<file path="config.mk">
export PLATFORM = sky130hd
export DESIGN_NAME = l15_adapter
export DESIGN_NICKNAME = d
export VERILOG_FILES = /design/src/hw/l15_pkg.sv /design/src/hw/l1_cache_pkg.sv /design/src/hw/l15_adapter.sv /design/src/hw/l15_rtrn_decoder.sv /design/src/hw/l15_req_encoder.sv /design/src/hw/l15_adapter_ctrl.sv /design/src/hw/adapter_fifo.sv
export SDC_FILE = /design/constraint.sdc
export NUM_CORES = 1
export LEC_CHECK = 0
export BUFFER_PORTS_ARGS = -buffer_cell sky130_fd_sc_hd__buf_2
export CORE_AREA = 4 4 382 384
export CTS_CLUSTER_DIAMETER = 100
export DETAILED_ROUTE_END_ITERATION = 8
export DIE_AREA = 0 0 386 388
export HOLD_SLACK_MARGIN = 0.03
export PLACE_DENSITY = 0.51
export SYNTH_ARGS = -nofsm -noshare
export SYNTH_HDL_FRONTEND = slang
export SYNTH_SLANG_ARGS = --single-unit
</file>
<file path="constraint.sdc">
create_clock -name clk_i -period 13.9 [get_ports clk_i]
set_clock_uncertainty 0.2 [all_clocks]
set_input_delay 2.78 -clock clk_i [delete_from_list [all_inputs] [get_ports clk_i]]
set_output_delay 2.78 -clock clk_i [all_outputs]
set_load 0.03 [all_outputs]
</file>
<file path="src/hw/l15_pkg.sv">
package l15_pkg;

  ////////////////////////////////////////////////////////////
  // bus widths
  ////////////////////////////////////////////////////////////

  localparam int unsigned L15_ADDR_WIDTH = 40;  // physical address
  localparam int unsigned L15_DATA_WIDTH = 64;  // one bus word
  localparam int unsigned L15_TID_WIDTH  = 2;   // thread id doubles as tag
  localparam int unsigned L15_WAY_WIDTH  = 2;

  typedef logic [L15_ADDR_WIDTH-1:0] l15_addr_t;
  typedef logic [L15_DATA_WIDTH-1:0] l15_data_t;  // big endian on this side
  typedef logic [L15_TID_WIDTH-1:0]  l15_tid_t;
  typedef logic [L15_WAY_WIDTH-1:0]  l15_way_t;
  typedef logic [2:0]                l15_size_t;
  typedef logic [15:4]               l15_inval_idx_t;  // line address bits only

  // transaction size codes
  localparam l15_size_t L15_SIZE_BYTE  = 3'd0;
  localparam l15_size_t L15_SIZE_HALF  = 3'd1;
  localparam l15_size_t L15_SIZE_WORD  = 3'd2;
  localparam l15_size_t L15_SIZE_DWORD = 3'd3;
  localparam l15_size_t L15_SIZE_LINE  = 3'd7;  // full cache line

  ////////////////////////////////////////////////////////////
  // packet types
  ////////////////////////////////////////////////////////////

  typedef enum logic [4:0] {
    L15_LOAD_RQ  = 5'd0,
    L15_STORE_RQ = 5'd1,
    L15_IMISS_RQ = 5'd16  // instruction fill
  } l15_rqtype_e;

  typedef enum logic [3:0] {
    L15_LOAD_RET  = 4'd0,
    L15_IFILL_RET = 4'd1,
    L15_EVICT_REQ = 4'd3,  // invalidation from below
    L15_ST_ACK    = 4'd4
  } l15_rtrntype_e;

  typedef struct packed {
    logic          val;       // request valid
    logic          req_ack;   // accepts the current return packet
    l15_rqtype_e   rqtype;
    logic          nc;        // non-cacheable
    l15_size_t     size;
    l15_tid_t      threadid;
    l15_way_t      l1rplway;  // way to replace
    l15_addr_t     address;
    l15_data_t     data;      // store word
  } l15_req_t;

  typedef struct packed {
    logic           ack;  // request taken
    logic           val;  // return packet valid
    l15_rtrntype_e  returntype;
    logic           noncacheable;
    l15_tid_t       threadid;
    l15_data_t      data_0;
    l15_data_t      data_1;
    l15_data_t      data_2;  // upper half only for ifill
    l15_data_t      data_3;
    logic           inval_icache_all_way;
    logic           inval_dcache_all_way;
    logic           inval_icache_inval;
    logic           inval_dcache_inval;
    l15_inval_idx_t inval_address_15_4;
    l15_way_t       inval_way;
  } l15_rtrn_t;

  // reverse byte order of one bus word, works in both directions
  function automatic l15_data_t swap_bytes64(input l15_data_t d);
    l15_data_t r;
    for (int i = 0; i < 8; i++) begin
      r[8*i +: 8] = d[8*(7-i) +: 8];
    end
    return r;
  endfunction

endpackage
</file>
<file path="src/hw/l1_cache_pkg.sv">
package l1_cache_pkg;

  ////////////////////////////////////////////////////////////
  // adapter queue sizing
  ////////////////////////////////////////////////////////////

  localparam int unsigned REQ_FIFO_DEPTH  = 2;  // per cache
  localparam int unsigned RTRN_FIFO_DEPTH = 2;

  localparam int unsigned CACHE_IDX_WIDTH   = 16;
  localparam int unsigned ICACHE_LINE_WIDTH = 256;  // four bus words
  localparam int unsigned DCACHE_LINE_WIDTH = 128;  // two bus words

  typedef logic [CACHE_IDX_WIDTH-1:0]   cache_idx_t;
  typedef logic [ICACHE_LINE_WIDTH-1:0] icache_line_t;
  typedef logic [DCACHE_LINE_WIDTH-1:0] dcache_line_t;

  ////////////////////////////////////////////////////////////
  // request and return kinds
  ////////////////////////////////////////////////////////////

  typedef enum logic {
    DCACHE_LOAD_REQ  = 1'b0,
    DCACHE_STORE_REQ = 1'b1
  } dcache_rtype_e;

  typedef enum logic {
    ICACHE_IFILL_ACK = 1'b0,
    ICACHE_INV_REQ   = 1'b1
  } icache_rtrn_e;

  typedef enum logic [1:0] {
    DCACHE_LOAD_ACK  = 2'd0,
    DCACHE_STORE_ACK = 2'd1,
    DCACHE_INV_REQ   = 2'd2
  } dcache_rtrn_e;

  typedef struct packed {
    logic               nc;
    l15_pkg::l15_tid_t  tid;
    l15_pkg::l15_way_t  way;    // fill way
    l15_pkg::l15_addr_t paddr;
  } icache_req_t;

  typedef struct packed {
    dcache_rtype_e      rtype;
    l15_pkg::l15_size_t size;
    logic               nc;
    l15_pkg::l15_tid_t  tid;
    l15_pkg::l15_way_t  way;
    l15_pkg::l15_addr_t paddr;
    l15_pkg::l15_data_t data;   // little endian
  } dcache_req_t;

  typedef struct packed {
    logic              vld;  // one line, one way
    logic              all;  // whole set, every way
    cache_idx_t        idx;
    l15_pkg::l15_way_t way;
  } cache_inval_t;

  typedef struct packed {
    icache_rtrn_e      rtype;
    l15_pkg::l15_tid_t tid;
    cache_inval_t      inv;
    icache_line_t      data;
  } icache_rtrn_t;

  typedef struct packed {
    dcache_rtrn_e      rtype;
    l15_pkg::l15_tid_t tid;
    cache_inval_t      inv;
    dcache_line_t      data;
  } dcache_rtrn_t;

endpackage

</file>
<file path="src/hw/l15_adapter.sv">
module l15_adapter (
  input  logic                       clk_i,
  input  logic                       reset_i,
  // icache
  input  logic                       icache_data_req_i,
  output logic                       icache_data_ack_o,
  input  l1_cache_pkg::icache_req_t  icache_data_i,
  output logic                       icache_rtrn_vld_o,  // no back-pressure
  output l1_cache_pkg::icache_rtrn_t icache_rtrn_o,
  // dcache
  input  logic                       dcache_data_req_i,
  output logic                       dcache_data_ack_o,
  input  l1_cache_pkg::dcache_req_t  dcache_data_i,
  output logic                       dcache_rtrn_vld_o,
  output l1_cache_pkg::dcache_rtrn_t dcache_rtrn_o,
  // l15
  output l15_pkg::l15_req_t          l15_req_o,
  input  l15_pkg::l15_rtrn_t         l15_rtrn_i
);

  l1_cache_pkg::icache_req_t icache_head;
  l1_cache_pkg::dcache_req_t dcache_head;
  l15_pkg::l15_rtrn_t        rtrn_head;
  l15_pkg::l15_req_t         enc_req;  // fields without strobes

  logic icache_full, icache_empty, icache_pop;
  logic dcache_full, dcache_empty, dcache_pop;
  logic rtrn_full, rtrn_empty, rtrn_pop;
  logic arb_idx, l15_val, l15_req_ack;

  ////////////////////////////////////////////////////////////
  // queues
  ////////////////////////////////////////////////////////////

  adapter_fifo #(
    .WIDTH($bits(l1_cache_pkg::icache_req_t)),
    .DEPTH(l1_cache_pkg::REQ_FIFO_DEPTH)
  ) i_icache_fifo (
    .clk_i  (clk_i),
    .reset_i(reset_i),
    .push_i (icache_data_ack_o),
    .data_i (icache_data_i),
    .pop_i  (icache_pop),
    .data_o (icache_head),
    .full_o (icache_full),
    .empty_o(icache_empty)
  );

  adapter_fifo #(
    .WIDTH($bits(l1_cache_pkg::dcache_req_t)),
    .DEPTH(l1_cache_pkg::REQ_FIFO_DEPTH)
  ) i_dcache_fifo (
    .clk_i  (clk_i),
    .reset_i(reset_i),
    .push_i (dcache_data_ack_o),
    .data_i (dcache_data_i),
    .pop_i  (dcache_pop),
    .data_o (dcache_head),
    .full_o (dcache_full),
    .empty_o(dcache_empty)
  );

  adapter_fifo #(
    .WIDTH($bits(l15_pkg::l15_rtrn_t)),
    .DEPTH(l1_cache_pkg::RTRN_FIFO_DEPTH)
  ) i_rtrn_fifo (
    .clk_i  (clk_i),
    .reset_i(reset_i),
    .push_i (l15_req_ack),  // accepted packet
    .data_i (l15_rtrn_i),
    .pop_i  (rtrn_pop),
    .data_o (rtrn_head),
    .full_o (rtrn_full),
    .empty_o(rtrn_empty)
  );

  ////////////////////////////////////////////////////////////
  // control, encode, decode
  ////////////////////////////////////////////////////////////

  l15_adapter_ctrl i_ctrl (
    .clk_i         (clk_i),
    .reset_i       (reset_i),
    .icache_req_i  (icache_data_req_i),
    .dcache_req_i  (dcache_data_req_i),
    .icache_full_i (icache_full),
    .icache_empty_i(icache_empty),
    .dcache_full_i (dcache_full),
    .dcache_empty_i(dcache_empty),
    .l15_ack_i     (l15_rtrn_i.ack),
    .l15_rtrn_val_i(l15_rtrn_i.val),
    .rtrn_full_i   (rtrn_full),
    .rtrn_empty_i  (rtrn_empty),
    .icache_ack_o  (icache_data_ack_o),
    .dcache_ack_o  (dcache_data_ack_o),
    .icache_pop_o  (icache_pop),
    .dcache_pop_o  (dcache_pop),
    .arb_idx_o     (arb_idx),
    .l15_val_o     (l15_val),
    .l15_req_ack_o (l15_req_ack),
    .rtrn_pop_o    (rtrn_pop)
  );

  l15_req_encoder i_req_encoder (
    .arb_idx_i    (arb_idx),
    .icache_head_i(icache_head),
    .dcache_head_i(dcache_head),
    .l15_req_o    (enc_req)
  );

  // strobes from the controller
  always_comb begin
    l15_req_o         = enc_req;
    l15_req_o.val     = l15_val;
    l15_req_o.req_ack = l15_req_ack;
  end

  l15_rtrn_decoder i_rtrn_decoder (
    .rtrn_vld_i       (rtrn_pop),
    .rtrn_i           (rtrn_head),
    .icache_rtrn_vld_o(icache_rtrn_vld_o),
    .icache_rtrn_o    (icache_rtrn_o),
    .dcache_rtrn_vld_o(dcache_rtrn_vld_o),
    .dcache_rtrn_o    (dcache_rtrn_o)
  );

endmodule

</file>
<file path="src/hw/l15_rtrn_decoder.sv">
module l15_rtrn_decoder (
  input  logic                       rtrn_vld_i,  // FIFO head popped this cycle
  input  l15_pkg::l15_rtrn_t         rtrn_i,
  output logic                       icache_rtrn_vld_o,
  output l1_cache_pkg::icache_rtrn_t icache_rtrn_o,
  output logic                       dcache_rtrn_vld_o,
  output l1_cache_pkg::dcache_rtrn_t dcache_rtrn_o
);

  l1_cache_pkg::cache_idx_t   inv_idx;
  l1_cache_pkg::cache_inval_t icache_inv, dcache_inv;
  l1_cache_pkg::icache_line_t icache_line;
  l1_cache_pkg::dcache_line_t dcache_line;

  ////////////////////////////////////////////////////////////
  // data and invalidation mapping
  ////////////////////////////////////////////////////////////

  // word 0 is the low part, every word back to little endian
  assign icache_line = {
    l15_pkg::swap_bytes64(rtrn_i.data_3),
    l15_pkg::swap_bytes64(rtrn_i.data_2),
    l15_pkg::swap_bytes64(rtrn_i.data_1),
    l15_pkg::swap_bytes64(rtrn_i.data_0)
  };
  assign dcache_line = {
    l15_pkg::swap_bytes64(rtrn_i.data_1),
    l15_pkg::swap_bytes64(rtrn_i.data_0)
  };

  assign inv_idx = {rtrn_i.inval_address_15_4, 4'b0000};  // line aligned

  assign icache_inv = '{
    vld: rtrn_i.inval_icache_inval,
    all: rtrn_i.inval_icache_all_way,
    idx: inv_idx,
    way: rtrn_i.inval_way
  };
  assign dcache_inv = '{
    vld: rtrn_i.inval_dcache_inval,
    all: rtrn_i.inval_dcache_all_way,
    idx: inv_idx,
    way: rtrn_i.inval_way
  };

  ////////////////////////////////////////////////////////////
  // type decode
  ////////////////////////////////////////////////////////////

  always_comb begin
    icache_rtrn_o = '{rtype: l1_cache_pkg::ICACHE_IFILL_ACK, tid: rtrn_i.threadid,
                      inv: icache_inv, data: icache_line};
    dcache_rtrn_o = '{rtype: l1_cache_pkg::DCACHE_LOAD_ACK, tid: rtrn_i.threadid,
                      inv: dcache_inv, data: dcache_line};
    icache_rtrn_vld_o = 1'b0;
    dcache_rtrn_vld_o = 1'b0;

    if (rtrn_vld_i) begin
      unique case (rtrn_i.returntype)
        l15_pkg::L15_LOAD_RET: dcache_rtrn_vld_o = 1'b1;
        l15_pkg::L15_ST_ACK: begin
          dcache_rtrn_o.rtype = l1_cache_pkg::DCACHE_STORE_ACK;
          dcache_rtrn_vld_o   = 1'b1;
        end
        l15_pkg::L15_IFILL_RET: icache_rtrn_vld_o = 1'b1;
        l15_pkg::L15_EVICT_REQ: begin
          icache_rtrn_o.rtype = l1_cache_pkg::ICACHE_INV_REQ;
          dcache_rtrn_o.rtype = l1_cache_pkg::DCACHE_INV_REQ;
          icache_rtrn_vld_o   = icache_inv.vld | icache_inv.all;  // only if flagged
          dcache_rtrn_vld_o   = dcache_inv.vld | dcache_inv.all;
        end
        default: ;  // unknown type, dropped
      endcase
    end
  end

endmodule

</file>
<file path="src/hw/l15_req_encoder.sv">
module l15_req_encoder (
  input  logic                      arb_idx_i,      // 0: icache, 1: dcache
  input  l1_cache_pkg::icache_req_t icache_head_i,
  input  l1_cache_pkg::dcache_req_t dcache_head_i,
  output l15_pkg::l15_req_t         l15_req_o
);

  l15_pkg::l15_size_t icache_size;

  // io space fills are one 4-byte word
  assign icache_size = icache_head_i.nc ? l15_pkg::L15_SIZE_WORD : l15_pkg::L15_SIZE_LINE;

  always_comb begin
    l15_req_o = '0;  // val and req_ack filled in at the top

    // store word to big endian, don't care for other types
    l15_req_o.data = l15_pkg::swap_bytes64(dcache_head_i.data);

    if (arb_idx_i) begin
      l15_req_o.nc       = dcache_head_i.nc;
      l15_req_o.size     = dcache_head_i.size;  // as given by the dcache
      l15_req_o.threadid = dcache_head_i.tid;
      l15_req_o.l1rplway = dcache_head_i.way;
      l15_req_o.address  = dcache_head_i.paddr;
      unique case (dcache_head_i.rtype)
        l1_cache_pkg::DCACHE_STORE_REQ: begin
          l15_req_o.rqtype = l15_pkg::L15_STORE_RQ;
        end
        default: begin
          l15_req_o.rqtype = l15_pkg::L15_LOAD_RQ;
        end
      endcase
    end else begin
      l15_req_o.nc       = icache_head_i.nc;
      l15_req_o.size     = icache_size;
      l15_req_o.threadid = icache_head_i.tid;
      l15_req_o.l1rplway = icache_head_i.way;
      l15_req_o.address  = icache_head_i.paddr;
      l15_req_o.rqtype   = l15_pkg::L15_IMISS_RQ;  // icache only misses
    end
  end

endmodule

</file>
<file path="src/hw/l15_adapter_ctrl.sv">
module l15_adapter_ctrl (
  input  logic clk_i,
  input  logic reset_i,
  // cache request side
  input  logic icache_req_i,
  input  logic dcache_req_i,
  input  logic icache_full_i,
  input  logic icache_empty_i,
  input  logic dcache_full_i,
  input  logic dcache_empty_i,
  // l15 handshake
  input  logic l15_ack_i,
  input  logic l15_rtrn_val_i,
  input  logic rtrn_full_i,
  input  logic rtrn_empty_i,
  output logic icache_ack_o,    // also the icache FIFO push
  output logic dcache_ack_o,    // also the dcache FIFO push
  output logic icache_pop_o,
  output logic dcache_pop_o,
  output logic arb_idx_o,       // 0: icache, 1: dcache
  output logic l15_val_o,
  output logic l15_req_ack_o,
  output logic rtrn_pop_o
);

  typedef enum logic {
    ARB_IDLE,
    ARB_LOCKED  // request out, waiting for l15 ack
  } arb_state_e;

  arb_state_e state_q;
  logic last_q;  // last winner, 1 = dcache
  logic idx_q;   // winner held while locked
  logic choice;
  logic icache_pend, dcache_pend;
  logic xfer;

  ////////////////////////////////////////////////////////////
  // request path
  ////////////////////////////////////////////////////////////

  assign icache_ack_o = icache_req_i & ~icache_full_i;
  assign dcache_ack_o = dcache_req_i & ~dcache_full_i;

  assign icache_pend = ~icache_empty_i;
  assign dcache_pend = ~dcache_empty_i;
  assign l15_val_o   = icache_pend | dcache_pend;

  // round robin, prefer the one that lost last time
  always_comb begin
    if (icache_pend && dcache_pend) begin
      choice = ~last_q;
    end else begin
      choice = dcache_pend;  // single requester wins
    end
  end

  assign arb_idx_o    = (state_q == ARB_LOCKED) ? idx_q : choice;
  assign xfer         = l15_val_o & l15_ack_i;
  assign icache_pop_o = xfer & ~arb_idx_o;
  assign dcache_pop_o = xfer & arb_idx_o;

  always_ff @(posedge clk_i) begin
    if (reset_i) begin
      state_q <= ARB_IDLE;
      idx_q   <= 1'b0;
      last_q  <= 1'b1;  // so icache goes first
    end else begin
      unique case (state_q)
        ARB_IDLE: begin
          if (l15_val_o && l15_ack_i) begin
            last_q <= choice;  // taken in the same cycle
          end else if (l15_val_o) begin
            state_q <= ARB_LOCKED;
            idx_q   <= choice;
          end
        end
        ARB_LOCKED: begin
          if (l15_ack_i) begin
            state_q <= ARB_IDLE;
            last_q  <= idx_q;
          end
        end
        default: state_q <= ARB_IDLE;
      endcase
    end
  end

  ////////////////////////////////////////////////////////////
  // return path
  ////////////////////////////////////////////////////////////

  assign l15_req_ack_o = l15_rtrn_val_i & ~rtrn_full_i;  // room for it
  assign rtrn_pop_o    = ~rtrn_empty_i;  // caches take it unconditionally

endmodule

</file>
<file path="src/hw/adapter_fifo.sv">
module adapter_fifo #(
  parameter int unsigned WIDTH = 8,
  parameter int unsigned DEPTH = 2
) (
  input  logic             clk_i,
  input  logic             reset_i,
  input  logic             push_i,
  input  logic [WIDTH-1:0] data_i,
  input  logic             pop_i,
  output logic [WIDTH-1:0] data_o,  // head, valid when not empty
  output logic             full_o,
  output logic             empty_o
);

  localparam int unsigned PTR_W = (DEPTH > 1) ? $clog2(DEPTH) : 1;
  localparam int unsigned CNT_W = $clog2(DEPTH + 1);
  localparam logic [PTR_W-1:0] PTR_LAST = PTR_W'(DEPTH - 1);

  logic [WIDTH-1:0] mem_q [DEPTH];  // storage
  logic [PTR_W-1:0] wr_ptr_q, rd_ptr_q;
  logic [CNT_W-1:0] count_q;
  logic push_en, pop_en;

  assign full_o  = (count_q == CNT_W'(DEPTH));
  assign empty_o = (count_q == '0);
  assign data_o  = mem_q[rd_ptr_q];  // no bypass

  // guard against overflow and underflow
  assign push_en = push_i & ~full_o;
  assign pop_en  = pop_i & ~empty_o;

  always_ff @(posedge clk_i) begin
    if (reset_i) begin
      wr_ptr_q <= '0;
      rd_ptr_q <= '0;
      count_q  <= '0;
    end else begin
      if (push_en) begin
        wr_ptr_q <= (wr_ptr_q == PTR_LAST) ? '0 : wr_ptr_q + 1'b1;  // wrap
      end
      if (pop_en) begin
        rd_ptr_q <= (rd_ptr_q == PTR_LAST) ? '0 : rd_ptr_q + 1'b1;
      end
      if (push_en && !pop_en) begin
        count_q <= count_q + 1'b1;
      end else if (pop_en && !push_en) begin
        count_q <= count_q - 1'b1;
      end  // both or neither: count holds
    end
  end

  // payload, no reset
  always_ff @(posedge clk_i) begin
    if (push_en) begin
      mem_q[wr_ptr_q] <= data_i;
    end
  end

endmodule

</file>
# After elaboration in Yosys (flattened, before gate mapping)
# Memories as Yosys holds them, arrays and structs flattened. A register that Yosys moved wholly into a read port is not among the register bits.
# Cells that the tools add are included.
dict set report word_totals {
  in_bits 445
  n_memories 3
  ram_bits 882
  register_bits 15
  elab_cells 126
  out_inout_bits 554
}
# name words width rd rd_clocked_by_memory_dff wr line
set memory_table {}
lappend memory_table {i_rtrn_fifo.mem_q 2 283 1 1 1 adapter_fifo.sv:19} ;# logic [WIDTH-1:0] mem_q [DEPTH];
lappend memory_table {i_dcache_fifo.mem_q 2 113 1 1 1 adapter_fifo.sv:19}
lappend memory_table {i_icache_fifo.mem_q 2 45 1 1 1 adapter_fifo.sv:19}
dict set report op_classes {
  n_reduce_logical 23
  eq_ne 8
  muxes 44
  n_addsub 12
  bitwise_logic 24
}
# operator count
set ops {}
lappend ops {{53-bit two-way mux} 1}
lappend ops {{1-bit two-way mux} 30}
lappend ops {{2-bit two-way mux} 7}
lappend ops {{1-bit bitwise AND} 11}
lappend ops {{1-bit inverter} 10}
lappend ops {{1-bit logical AND} 8}
lappend ops {{1-bit one-hot mux with 2 select lines} 4}
lappend ops {{1-bit adder (second input constant)} 6}
lappend ops {{2-bit by 1-bit adder with 2-bit output (second input constant)} 3}
lappend ops {{2-bit == test (second input constant)} 3}
lappend ops {{2-bit zero test} 3}
lappend ops {{2-bit nonzero test} 3}
lappend ops {{2-bit by 1-bit subtractor with 2-bit output (second input constant)} 3}
lappend ops {{1-bit zero test} 5}
lappend ops {{4-bit by 1-bit == test with 1-bit output (second input constant)} 1}
lappend ops {{4-bit by 2-bit == test with 1-bit output (second input constant)} 1}
lappend ops {{4-bit by 3-bit == test with 1-bit output (second input constant)} 1}
lappend ops {{4-bit zero test} 1}
lappend ops {{2-bit one-hot mux with 2 select lines} 1}
lappend ops {{3-bit two-way mux} 1}
lappend ops {{1-bit OR} 3}
lappend ops {{3-bit AND reduction} 1}
lappend ops {{2-bit by 1-bit inequality test with 1-bit output (second input constant)} 1}
lappend ops {{2-bit inequality test (second input constant)} 1}
lappend ops {{other kinds (2)} 2}

# Logic depth before layout (Yosys ltp)
# Gate-level depths: netlist of the first run.
dict set report logic_depth {
  word_depth 11
  ltp_mapped 7
  depth_no_buf 7
}

# By module
# A second synthesis of the first run with hierarchy kept.
dict set report hier_totals {
  hier_cells 2041
  area_unflattened_um2 37659.9
}
# mod area_each_um2 seq_area_each_um2 n_inst cells_per_inst
set modules_own_cells {}
lappend modules_own_cells {{adapter_fifo (i_rtrn_fifo)} 20743.6 17096.4 1 905}
lappend modules_own_cells {{adapter_fifo (i_dcache_fifo)} 8664.6 6886.6 1 377}
lappend modules_own_cells {{adapter_fifo (i_icache_fifo)} 3452.1 2802.7 1 165}
lappend modules_own_cells {l15_rtrn_decoder 3275.6 0.0 1 440}
lappend modules_own_cells {l15_req_encoder 1326.3 0.0 1 128}
lappend modules_own_cells {l15_adapter_ctrl 182.7 60.1 1 24}
lappend modules_own_cells {l15_adapter 15.0 0.0 1 2}

# Worst setup path after synthesis of the first run
# No wires, ideal clock.
dict set report synth_path {
  path_kind {in2reg}
  startpoint {in l15_rtrn_i[281] (netlist name)}
  endpoint {mem i_rtrn_fifo.mem_q[1][0] (netlist name), enable pin}
  t_arrival_ps 9202
  setup_slack_ps 3820
  cell_stages 1
  setup_time_ps 679
  t_required_ps 13021
  path_buffers 0
  cell_sequence {and3_1}
}
dict set report synth_between {
  elab_chain_len 4
}
# element line
set synth_rtl {}
lappend synth_rtl {{start, declared} l15_adapter.sv:18} ;# input l15_pkg::l15_rtrn_t l15_rtrn_i
lappend synth_rtl {{1-bit bitwise AND} l15_adapter_ctrl.sv:93} ;# assign l15_req_ack_o = l15_rtrn_val_i & ~rtrn_full_i;
lappend synth_rtl {{1-bit bitwise AND} adapter_fifo.sv:29} ;# assign push_en = push_i & ~full_o;
lappend synth_rtl {{1-bit two-way mux} adapter_fifo.sv:54} ;# if (push_en) begin
lappend synth_rtl {{1-bit two-way mux (not written as such)} adapter_fifo.sv:55} ;# mem_q[wr_ptr_q] <= data_i;
lappend synth_rtl {{end, declared} adapter_fifo.sv:19}
# Every way passes these cells.

==> results of run 1 <==
[state kept, by name, indices dropped and copies added (netlist names), named ones only]
register                cells
i_ctrl.idx_q                1
i_ctrl.last_q               1
i_ctrl.state_q              1
i_dcache_fifo.count_q       2
i_dcache_fifo.mem_q       226
i_dcache_fifo.rd_ptr_q      1
i_dcache_fifo.wr_ptr_q      1
i_icache_fifo.count_q       2
i_icache_fifo.mem_q        90
i_icache_fifo.rd_ptr_q      1
i_icache_fifo.wr_ptr_q      1
i_rtrn_fifo.count_q         2
i_rtrn_fifo.mem_q         560
i_rtrn_fifo.rd_ptr_q        1
i_rtrn_fifo.wr_ptr_q        1
[cells in the final DEF (no fill, tap or decap), types with 3 or more instances in the layout]
cell type / Yosys / layout
buf_2: 46 / 986
edfxtp_1: 876 / 876
mux2_2: 345 / 345
mux2i_1: 139 / 139
clkbuf_16: 0 / 105
clkbuf_1: 5 / 28
diode_2: 0 / 26
clkinv_1: 0 / 24
dfxtp_1: 18 / 15
buf_4: 158 / 15
nor2_1: 15 / 13
clkinv_2: 0 / 12
conb_1: 1 / 11
a21oi_1: 10 / 10
bufinv_16: 0 / 8
inv_1: 10 / 7
xor2_1: 7 / 7
o21ai_0: 6 / 6
nand2b_1: 5 / 5
nand2_1: 4 / 4
inv_8: 0 / 4
nor2b_1: 4 / 4
and2_1: 3 / 3
or2_2: 3 / 3
nand3_1: 3 / 3
a21o_1: 4 / 3
nor3_1: 3 / 3
or3_1: 3 / 3
ha_1: 3 / 3
inv_6: 0 / 3
buf_12: 0 / 3
[cell families after synthesis]
family	Yosys count	share of synthesized area (%)
AO/OA/AOI/OAI	32	0.610
XOR/XNOR	7	0.180
adder cells (fa/ha/maj)	3	0.110
buffers and inverters	224	4.45
flip-flops	894	78.4
multiplexers	484	15.5
other	1	0.0110
AND/OR/NAND/NOR	49	0.761
[worst max-delay path by stage]
stage	startpoint	end	slack, ns	cells after the start
6_report	flop	dcache_rtrn_vld_o	7.26	5
3_5_place_dp	dcache_data_req_i	dcache_data_ack_o	7.57	4
2_1_floorplan	l15_rtrn_i[281]	i_rtrn_fifo.mem_q[1][0]	3.82	1
3_3_place_gp	dcache_data_req_i	dcache_data_ack_o	7.57	4
4_1_cts	flop	dcache_rtrn_vld_o	7.09	5
5_1_grt	flop	dcache_rtrn_vld_o	7.01	5
[final cells by class]
type	instances	share of cell area, %
multi-input cells	586	13.6
diodes	26	0.150
flip-flops and latches	894	61.3
inverters	10	0.109
well taps	1903	5.48
repair buffers	1004	11.7
clock buffers	133	6.28
clock inverters	58	1.31
[worst reg2reg max path: cells and delay by family (launching register included)]
family	cells	cell delay (ns)
DFF	1	0.43
buffers and inverters	2	1.42
and+or+nand+nor	2	0.87
[power by group through the flow]
stage	Sequential, uW	Clock (uW)	Combinational, uW
2_1_floorplan	3590	0	2390
3_3_place_gp	3550	0	3260
3_5_place_dp	3570	0	3250
4_1_cts	3510	2720	3260
5_1_grt	3540	2840	3370
6_report	3500	2620	3200
[per-layer routing]
layer  share of wire [%]  track usage (%)  up-vias
li1                    -                -     8291
met1                  36             12.6     8926
met2                  51             20.9      643
met3                  11             5.69      166
met4                 2.4             4.24       34
met5                0.22                0        -
[per-stage QoR]
| stage | hold slack, ns | setup WS [ns] | util [%] | std cells |
|---|---|---|---|---|
| 2_1_floorplan | 0.272 | 3.82 | - | 1704 |
| 3_3_place_gp | 0.287 | 7.57 | 28.1 | 4397 |
| 3_5_place_dp | 0.300 | 7.57 | 28.1 | 4397 |
| 4_1_cts | 0.314 | 7.09 | 30.4 | 4588 |
| 5_1_grt | 0.337 | 7.01 | 30.4 | 4596 |
| 6_report | 0.306 | 7.26 | 30.5 | 4614 |
==> metrics.yaml, run 1 <==
min_path:
  holdCritStartpoint: "i_rtrn_fifo.rd_ptr_q"
  hp-class: "reg2reg"
  holdPathEnd: "i_rtrn_fifo.rd_ptr_q"
  hold_depth: 2
synth:
  ys_seq_area_share_pct: 78.4
  synth_cells: 1694
  synth_edf_count: 876
  synthArstFlopShare_pct: 0
  ys_seq_elements: 894
  avgSynthCellArea_sq_um: 20.1
  synth_top_cell_by_area: "edfxtp_1"
  yosys-top-cells-count: "876 x edfxtp_1, 345 x mux2_2, 158 x buf_4, 139 x mux2i_1, 46 x buf_2"
  synth.top_cell.area_share_pct: 77.3
  ys_top_cells_by_area: "edfxtp_1 77%, mux2_2 11%, mux2i_1 4.1%"
  synthesis.area_sq_mm: 0.0340
  synth_cell_type_count: 40
  yosys_warnings: 0
  synth_top_flop_cell: "edfxtp_1"
  yosysMostFrequentCell: "edfxtp_1"
grt:
  antenna_found_initial: 49
  grt_usage_pct: 12.0
  grt_pass1_wl_um: 129000
  grt_pass1_vias: 18400
  grt_start_max_net_pins: 132
  grt_overflow: 0
power_and_ir_drop:
  p_sw_share_pct: 36.8
  seqPwrFrac_pct: 37.6
  power_density_mw_per_mm2: 215
  pwr-share-clk_pct: 28.1
  power.total_uw: 9330
  internal-power_uw: 5890
  power_leakage_uw: 0.0159
  ir_worst_vdd_v: 0.000119
  pwr-share-comb_pct: 34.3
  p_sw_uw: 3440
sta:
  finalCriticalPeriod_ns: 6.64
  max_freq_ghz: 0.151
  worst_pin_slew_ns: 1.02
  setup_tns_ns: 0
  slew_violations: 0
  finalCritPeriodShare_pct: 47.7
  finalSetupViolations: 0
  finalHoldViolCount: 0
  max_slew_margin_pct: 31.9
  rsz0062_at_grt: "false"
setup_path:
  critical-path-top-delay-family: "buffers and inverters"
  cp_slowest_cell: "dfxtp_4"
  crit_required_ns: 10.92
  slowest_delay_ns: 0.73
  r2r-end: "i_rtrn_fifo.mem_q[1][56]"
  path_max_fanout: 45
  critPathKind: "reg2out"
  r2r_setup_slack_ns: 10.46
  startpoint_type: "flop"
  critical_path.cell_chain: "buf_4 -> mux2i_1 -> o221ai_1 -> o21ai_0 -> buf_2"
  path_buf_inv: 2
  rr_worst_depth: 4
  arrival_ns: 3.66
  endpoint_kind: "output pin"
  r2r_start: "i_rtrn_fifo.count_q[0]"
cells_and_area:
  fillCellCount: 14300
  drive_gt1_share_pct: 56.0
  area_growth_syn_to_layout_pct: 27.8
  final_cell_area_sq_mm: 0.0435
  multi_input_area_sq_mm: 0.00590
  layout.area.seq_sq_mm: 0.0267
  nets: 3046
clock_tree:
  htree_levels: 3
  numCtsBuffers: 102
  clock-sinks: 894
  cts_hold_buf: 0
  clkTransAtPathRegs_ns: 0.05
  post-cts-setup-buffers: 0
  cts_resized: 0
  cts-root-buf: "clkbuf_16"
  tritoncts: "built"
  clkLatencyLatePin_ns: 0.69
  cts_buffer_depth: 3
floorplan:
  die_y_um: 388
  core_area_sq_mm: 0.143
  ios: 999
  die_area_sq_mm: 0.150
  start_util_pct: 23.8
  num_rows: 139
  die_x_um: 386
flow_run:
  maxCapViolations: 0
routing:
  vias: 18100
  viasPerCell: 3.91
  wl_um: 94300
  drtIter0Drc: 774
  wl_per_cell_um: 20.4
  first_pass_iters: 5
  drc: 0
  ant_nets: 0
place:
  place_area_sq_mm: 0.0401
  dpl.hpwl_um: 67500
  portBuffers: 986
  gp_congestion: 0.781
status:
  status: "complete, no violations"
(Power assumes the default switching activity.)
==> run 2, diff against run 1 <==
- CORE_AREA: 4 4 382 384 -> 4 4 389 391
- DIE_AREA: 0 0 386 388 -> 0 0 393 395
- clock period: 13.9 -> 6.1 ns (I/O delays scaled with it)
==> run 2 against run 1 <==
  * Routed wire length grew 1.1%
  * Core utilization decreased by 0.99 points
  * Cell count rose by 0.41%
  * Critical endpoint is now icache_rtrn_o[124]
  * Largest power group unchanged
  * Design area about the same
  * Combinational power rose by 130%
  * Sequential cell count is the same
  * Critical path depth down 1
  * First-iteration DRC count is 8.4% higher
==> metrics.yaml, run 2 (synthesis results as in run 1) <==
floorplan:
  num_rows: 141  # was 139
  start_util_pct: 23.1  # was 23.8%
  die_y_um: 395  # was 388 um
  die_area_sq_mm: 0.155  # was 0.150 sq mm
  die_x_um: 393  # was 386 um
  ios: 999  # unchanged
  core_area_sq_mm: 0.147  # was 0.143 sq mm
grt:
  grt_pass1_wl_um: 131000  # was 129000 um
  grt_overflow: 0  # unchanged
  grt_start_max_net_pins: 146  # was 132
  antenna_found_initial: 53  # was 49
  grt_usage_pct: 11.7  # was 12.0%
  grt_pass1_vias: 18700  # was 18400
routing:
  wl_per_cell_um: 20.6  # was 20.4 um
  drc: 0  # unchanged
  viasPerCell: 3.92  # was 3.91
  first_pass_iters: 4  # was 5
  vias: 18200  # was 18100
  ant_nets: 0  # unchanged
  wl_um: 95400  # was 94300 um
  drtIter0Drc: 839  # was 774
cells_and_area:
  largest_reg_flops: 560  # unchanged
  layout_common_cells: "986 x buf_2, 876 x edfxtp_1, 345 x mux2_2"  # unchanged
  layout.area.seq_sq_mm: 0.0267  # unchanged
  nets: 3054  # was 3046
  regMostFlops: "i_rtrn_fifo.mem_q"  # unchanged
  final_common_cell: "buf_2"  # unchanged
  drive_gt1_share_pct: 56.1  # was 56.0%
  multi_input_area_sq_mm: 0.00591  # was 0.00590 sq mm
  area_growth_syn_to_layout_pct: 27.7  # was 27.8%
  fillCellCount: 14900  # was 14300
  top_regs: "i_rtrn_fifo.mem_q (560), i_dcache_fifo.mem_q (226), i_icache_fifo.mem_q (90)"  # unchanged
  utilization_pct: 29.5  # was 30.5%
place:
  gp_congestion: 0.784  # was 0.781
  dpl.hpwl_um: 69800  # was 67500 um
  portBuffers: 986  # unchanged
sta:
  slew_violations: 0  # unchanged
  finalCritPeriodShare_pct: 71.3
  setup_tns_ns: 0  # unchanged
  finalCriticalPeriod_ns: 4.35
  max_slew_margin_pct: 29.2  # was 31.9%
  max_freq_ghz: 0.230
  finalSetupViolations: 0  # unchanged
  rsz0062_at_grt: "false"  # unchanged
  worst_pin_slew_ns: 1.06  # was 1.02 ns
  finalHoldViolCount: 0  # unchanged
setup_path:
  critical-path-top-delay-family: "buffers and inverters"  # unchanged
  path_buf_inv: 3  # was 2
  slowest_delay_ns: 0.81  # was 0.73 ns
  startpoint_type: "flop"  # unchanged
  critPathKind: "reg2out"  # unchanged
  crit_required_ns: 4.68  # was 10.92 ns
  cp_slowest_cell: "dfxtp_4"  # unchanged
  endpoint_kind: "output pin"  # unchanged
  arrival_ns: 2.93  # was 3.66 ns
  r2r_start: "i_rtrn_fifo.count_q[0]"  # unchanged
  r2r_setup_slack_ns: 3.19  # was 10.46 ns
  r2r-end: "i_rtrn_fifo.mem_q[0][41]"  # was i_rtrn_fifo.mem_q[1][56]
  path_max_fanout: 64  # was 45
  critical_path.cell_chain: "buf_12 -> buf_12 -> mux2_2 -> buf_2"  # was buf_4 -> mux2i_1 -> o221ai_1 -> o21ai_0 -> buf_2
  rr_worst_depth: 5  # was 4
  cpMostUsedCell: "buf_12"
clock_tree:
  cts-root-buf: "clkbuf_16"  # unchanged
  numCtsBuffers: 100  # was 102
  tritoncts: "built"  # unchanged
  clkTransAtPathRegs_ns: 0.05  # about the same
  clkLatencyLatePin_ns: 0.68  # was 0.69 ns
  post-cts-setup-buffers: 0  # unchanged
  cts_buffer_depth: 3  # unchanged
  cts_resized: 0  # unchanged
  clock-sinks: 894  # unchanged
  cts_hold_buf: 0  # unchanged
  htree_levels: 3  # unchanged
power_and_ir_drop:
  power_leakage_uw: 0.0159  # about the same
  power_density_mw_per_mm2: 483  # was 215 mW/mm^2
  ir_worst_vdd_v: 0.000319  # was 0.000119 V
  power.total_uw: 21000  # was 9330 uW
min_path:
  hold_depth: 2  # unchanged
  holdCritStartpoint: "i_rtrn_fifo.rd_ptr_q"  # unchanged
  hp-class: "reg2reg"  # unchanged
status:
  status: "complete, no violations"  # unchanged
flow_run:
  maxCapViolations: 0  # unchanged
-- run 2: changes by cell type in the layout (fill, tap and decap cells not counted), moves of 2 or more --
| cell | before | now |
|---|---|---|
| buf_12 | 3 | 10 |
| diode_2 | 26 | 20 |
| clkbuf_1 | 28 | 24 |
| clkbuf_16 | 105 | 101 |
| buf_4 | 15 | 18 |
| bufinv_16 | 8 | 5 |
| inv_8 | 4 | 1 |
| clkinv_1 | 24 | 26 |
| clkinv_2 | 12 | 10 |
| clkinvlp_4 | 2 | 4 |
-- run 2: stage by stage --
step           cells  area [sq um]  setup WS [ns]  hold slack (ns)
5_1_grt         4624         43400           1.52            0.348
3_5_place_dp    4434         40300           2.39            0.294
2_1_floorplan   1704         34100         0.0241            0.272
6_report        4633         43500           1.75            0.301
3_3_place_gp    4434         40300           2.38            0.285
4_1_cts         4613         43400           1.60            0.309
-- run 2: layer usage --
metal	global-route usage [%]	vias up	wire length, um
li1	-	8298	-
met1	12.7	8973	35000
met2	20.1	663	48000
met3	5.41	180	9560
met4	3.94	36	2550
met5	0	-	249
-- run 2: worst max path at each step --
stage	end	from	depth (start not counted)
after floorplan	i_rtrn_fifo.mem_q[0][0]	l15_rtrn_i[281]	2
after global placement	dcache_rtrn_o[100]	flop	4
after detailed placement	dcache_rtrn_vld_o	flop	5
after CTS	dcache_rtrn_vld_o	flop	5
after global routing	l15_req_o[76]	i_ctrl.state_q	5
final	icache_rtrn_o[124]	flop	4
-- run 2: layout make-up --
| type | instances | share of cell area (%) |
|---|---|---|
| timing repair buffer | 1014 | 12.1 |
| multi-input combinational | 586 | 13.6 |
| tap | 1930 | 5.56 |
| antenna | 20 | 0.115 |
| inverter | 10 | 0.101 |
| sequential | 894 | 61.4 |
| clock buffer | 125 | 6.02 |
| clock inverter | 54 | 1.09 |
-- run 2: worst reg2reg max path: cells and delay by family (launching register included) --
family | cells | cell delay (ns)
flip-flops | 1 | 0.44
buffers and inverters | 3 | 1.18
AND/OR/NAND/NOR | 2 | 0.37
-- run 2: power breakdown --
| part | internal, uW | switching (uW) |
|---|---|---|
| Sequential | 7750 | 299 |
| Combinational | 2210 | 5070 |
| Clock | 3260 | 2410 |
==> run 3, diff against run 2 <==
- CORE_AREA: 4 4 389 391 -> 4 4 392 394
- DIE_AREA: 0 0 393 395 -> 0 0 396 398
- PLACE_DENSITY: 0.51 -> 0.49
- clock period: 6.1 -> 4.08 ns (I/O delays scaled with it)
==> run 3 against run 2 <==
  * Clock power increased by 51%
  * Die area increased by 1.5%
  * Worst hold slack got worse by 0.17 ns
  * Sequential share of layout area decreased by 4.6 points
  * Sequential cell count unchanged
  * Routed wire length increased by 1.3%
  * Critical endpoint is now icache_rtrn_vld_o
==> metrics.yaml, run 3 (synthesis results as in run 1) <==
setup_path:
  path_buf_inv: 2  # was 3
  path_depth: 5  # was 4
  cp_slowest_cell: "dfxtp_4"  # unchanged
  startpoint_type: "flop"  # unchanged
  path_max_fanout: 20  # was 64
  slowest_delay_ns: 0.59  # was 0.81 ns
  r2r-end: "i_rtrn_fifo.mem_q[0][113]"  # was i_rtrn_fifo.mem_q[0][41]
  r2r_setup_slack_ns: 1.66  # was 3.19 ns
  endpoint_kind: "output pin"  # unchanged
  critPathKind: "reg2out"  # unchanged
  critical-path-top-delay-family: "flip-flops"  # was buffers and inverters
  worstSetupEndpoint: "icache_rtrn_vld_o"  # was icache_rtrn_o[124]
  rr_worst_depth: 4  # was 5
  arrival_ns: 2.90  # was 2.93 ns
  crit_required_ns: 3.06  # was 4.68 ns
  critical_path.cell_chain: "buf_6 -> mux2_2 -> nor2_1 -> a21oi_1 -> buf_2"  # was buf_12 -> buf_12 -> mux2_2 -> buf_2
  r2r_start: "i_rtrn_fifo.count_q[0]"  # unchanged
place:
  dp_cells: 4543  # was 4434
  gp_congestion: 0.778  # was 0.784
  dpl.hpwl_um: 70500  # was 69800 um
  place_area_sq_mm: 0.0407  # was 0.0403 sq mm
  dp_slack_ns: 0.610  # was 2.39 ns
  portBuffers: 986  # unchanged
routing:
  vias: 19400  # was 18200
  drtIter0Drc: 818  # was 839
  wl_per_cell_um: 19.1  # was 20.6 um
  ant_nets: 0  # unchanged
  viasPerCell: 3.83  # was 3.92
  drc: 0  # unchanged
  wl_um: 96600  # was 95400 um
  first_pass_iters: 4  # unchanged
cells_and_area:
  layout.area.seq_sq_mm: 0.0267  # unchanged
  stdcell_count: 5053  # was 4633
  regMostFlops: "i_rtrn_fifo.mem_q"  # unchanged
  top_regs: "i_rtrn_fifo.mem_q (560), i_dcache_fifo.mem_q (226), i_icache_fifo.mem_q (90)"  # unchanged
  area_growth_syn_to_layout_pct: 38.2  # was 27.7%
  final_cell_area_sq_mm: 0.0470  # was 0.0435 sq mm
  drive_gt1_share_pct: 50.8  # was 56.1%
  final_common_cell: "buf_2"  # unchanged
  layout_common_cells: "986 x buf_2, 876 x edfxtp_1, 345 x mux2_2"  # unchanged
  nets: 3388  # was 3054
  multi_input_area_sq_mm: 0.00592  # was 0.00591 sq mm
  largest_reg_flops: 560  # unchanged
  fillCellCount: 15000  # was 14900
sta:
  slew_violations: 0  # unchanged
  rsz0062_at_grt: "false"  # unchanged
  finalCriticalPeriod_ns: 3.91
  finalCritPeriodShare_pct: 95.9
  finalSetupViolations: 0  # unchanged
  max_freq_ghz: 0.256
  finalHoldViolCount: 0  # unchanged
  max_slew_margin_pct: 45.5  # was 29.2%
  worst_pin_slew_ns: 0.812  # was 1.06 ns
  timing.hold.ws_ns: 0.127  # was 0.301 ns
  setup_ws_ns: 0.167  # was 1.75 ns
floorplan:
  die_x_um: 396  # was 393 um
  num_rows: 142  # was 141
  die_y_um: 398  # was 395 um
  core_area_sq_mm: 0.150  # was 0.147 sq mm
  ios: 999  # unchanged
  start_util_pct: 22.7  # was 23.1%
  die_area_sq_mm: 0.158  # was 0.155 sq mm
clock_tree:
  cts_buffer_depth: 3  # unchanged
  tritoncts: "built"  # unchanged
  clkTransAtPathRegs_ns: 0.06  # was 0.05 ns
  cts-root-buf: "clkbuf_16"  # unchanged
  clock-sinks: 894  # unchanged
  numCtsBuffers: 100  # unchanged
  clkLatencyLatePin_ns: 0.68  # about the same
  htree_levels: 3  # unchanged
power_and_ir_drop:
  ir_worst_vdd_v: 0.000454  # was 0.000319 V
  power_leakage_uw: 0.0173  # was 0.0159 uW
  power_density_mw_per_mm2: 679  # was 483 mW/mm^2
status:
  status: "complete, no violations"  # unchanged
grt:
  grt_pass1_wl_um: 137000  # was 131000 um
  grt_pass1_vias: 20700  # was 18700
  busiest_layer: "met2"  # unchanged
  met1_usage_pct: 13.4  # was 12.7%
  grt_usage_pct: 11.8  # was 11.7%
  antenna_found_initial: 36  # was 53
  grt_overflow: 0  # unchanged
  grt_use_met2_pct: 20.3  # was 20.1%
  met3_usage_pct: 4.47  # was 5.41%
  grt_start_max_net_pins: 114  # was 146
min_path:
  holdCritStartpoint: "l15_rtrn_i[94]"  # was i_rtrn_fifo.rd_ptr_q
  hp-class: "in2reg"  # was reg2reg
  hold_depth: 1  # was 2
flow_run:
  maxCapViolations: 0  # unchanged
## run 3: cell types whose count changed in the layout (fill, tap and decap cells not counted), sizes merged
cell and delta:
dlygate4sd3 +310, inv -1, diode -4, clkinv +9
clkinvlp -1, clkbuf -3, buf +24
## run 3: what timing repair did
action                                 4_1_cts  5_1_grt
setup buffers                                1        0
endpoints found under the hold margin      613        0
setup endpoints to repair                    2        0
hold buffers                               310        0
gates resized for setup                      1        0
## run 3: per-stage QoR
stage / total power [uW] / utilization [%] / setup TNS [ns]
4_1_cts: 32500 / 31.4 / 0
3_5_place_dp: 23500 / 27.2 / 0
3_3_place_gp: 23400 / 27.2 / 0
6_report: 31900 / 31.4 / 0
5_1_grt: 33400 / 31.4 / 0
2_1_floorplan: 20300 / - / -442.31
## run 3: how the worst min path moves through the flow
stage                                            to
after floorplan                                flop
after global placement         i_rtrn_fifo.rd_ptr_q
after detailed placement       i_rtrn_fifo.rd_ptr_q
after CTS                 i_rtrn_fifo.mem_q[0][101]
after global routing      i_rtrn_fifo.mem_q[1][182]
final                      i_rtrn_fifo.mem_q[1][94]
## run 3: power by group
group          switching (uW)  internal (uW)  total [uW]
Sequential                358          11600       11900
Clock                    3680           4900        8580
Combinational            7830           3600       11400
## run 3: layout make-up
| type | count | area share, % |
|---|---|---|
| Timing Repair Buffer | 1348 | 18.4 |
| Inverter | 10 | 0.0932 |
| Antenna cell | 16 | 0.0852 |
| Clock buffer | 122 | 5.54 |
| Sequential cell | 894 | 56.7 |
| Tap cell | 2016 | 5.37 |
| Multi-Input combinational cell | 586 | 12.6 |
| Clock inverter | 61 | 1.20 |
## run 3: metal layers
| metal | vias to the layer above | wire (um) |
|---|---|---|
| met5 | - | 234 |
| met4 | 38 | 2440 |
| met3 | 165 | 8260 |
| met2 | 603 | 48600 |
| met1 | 9610 | 37100 |
| li1 | 8951 | - |
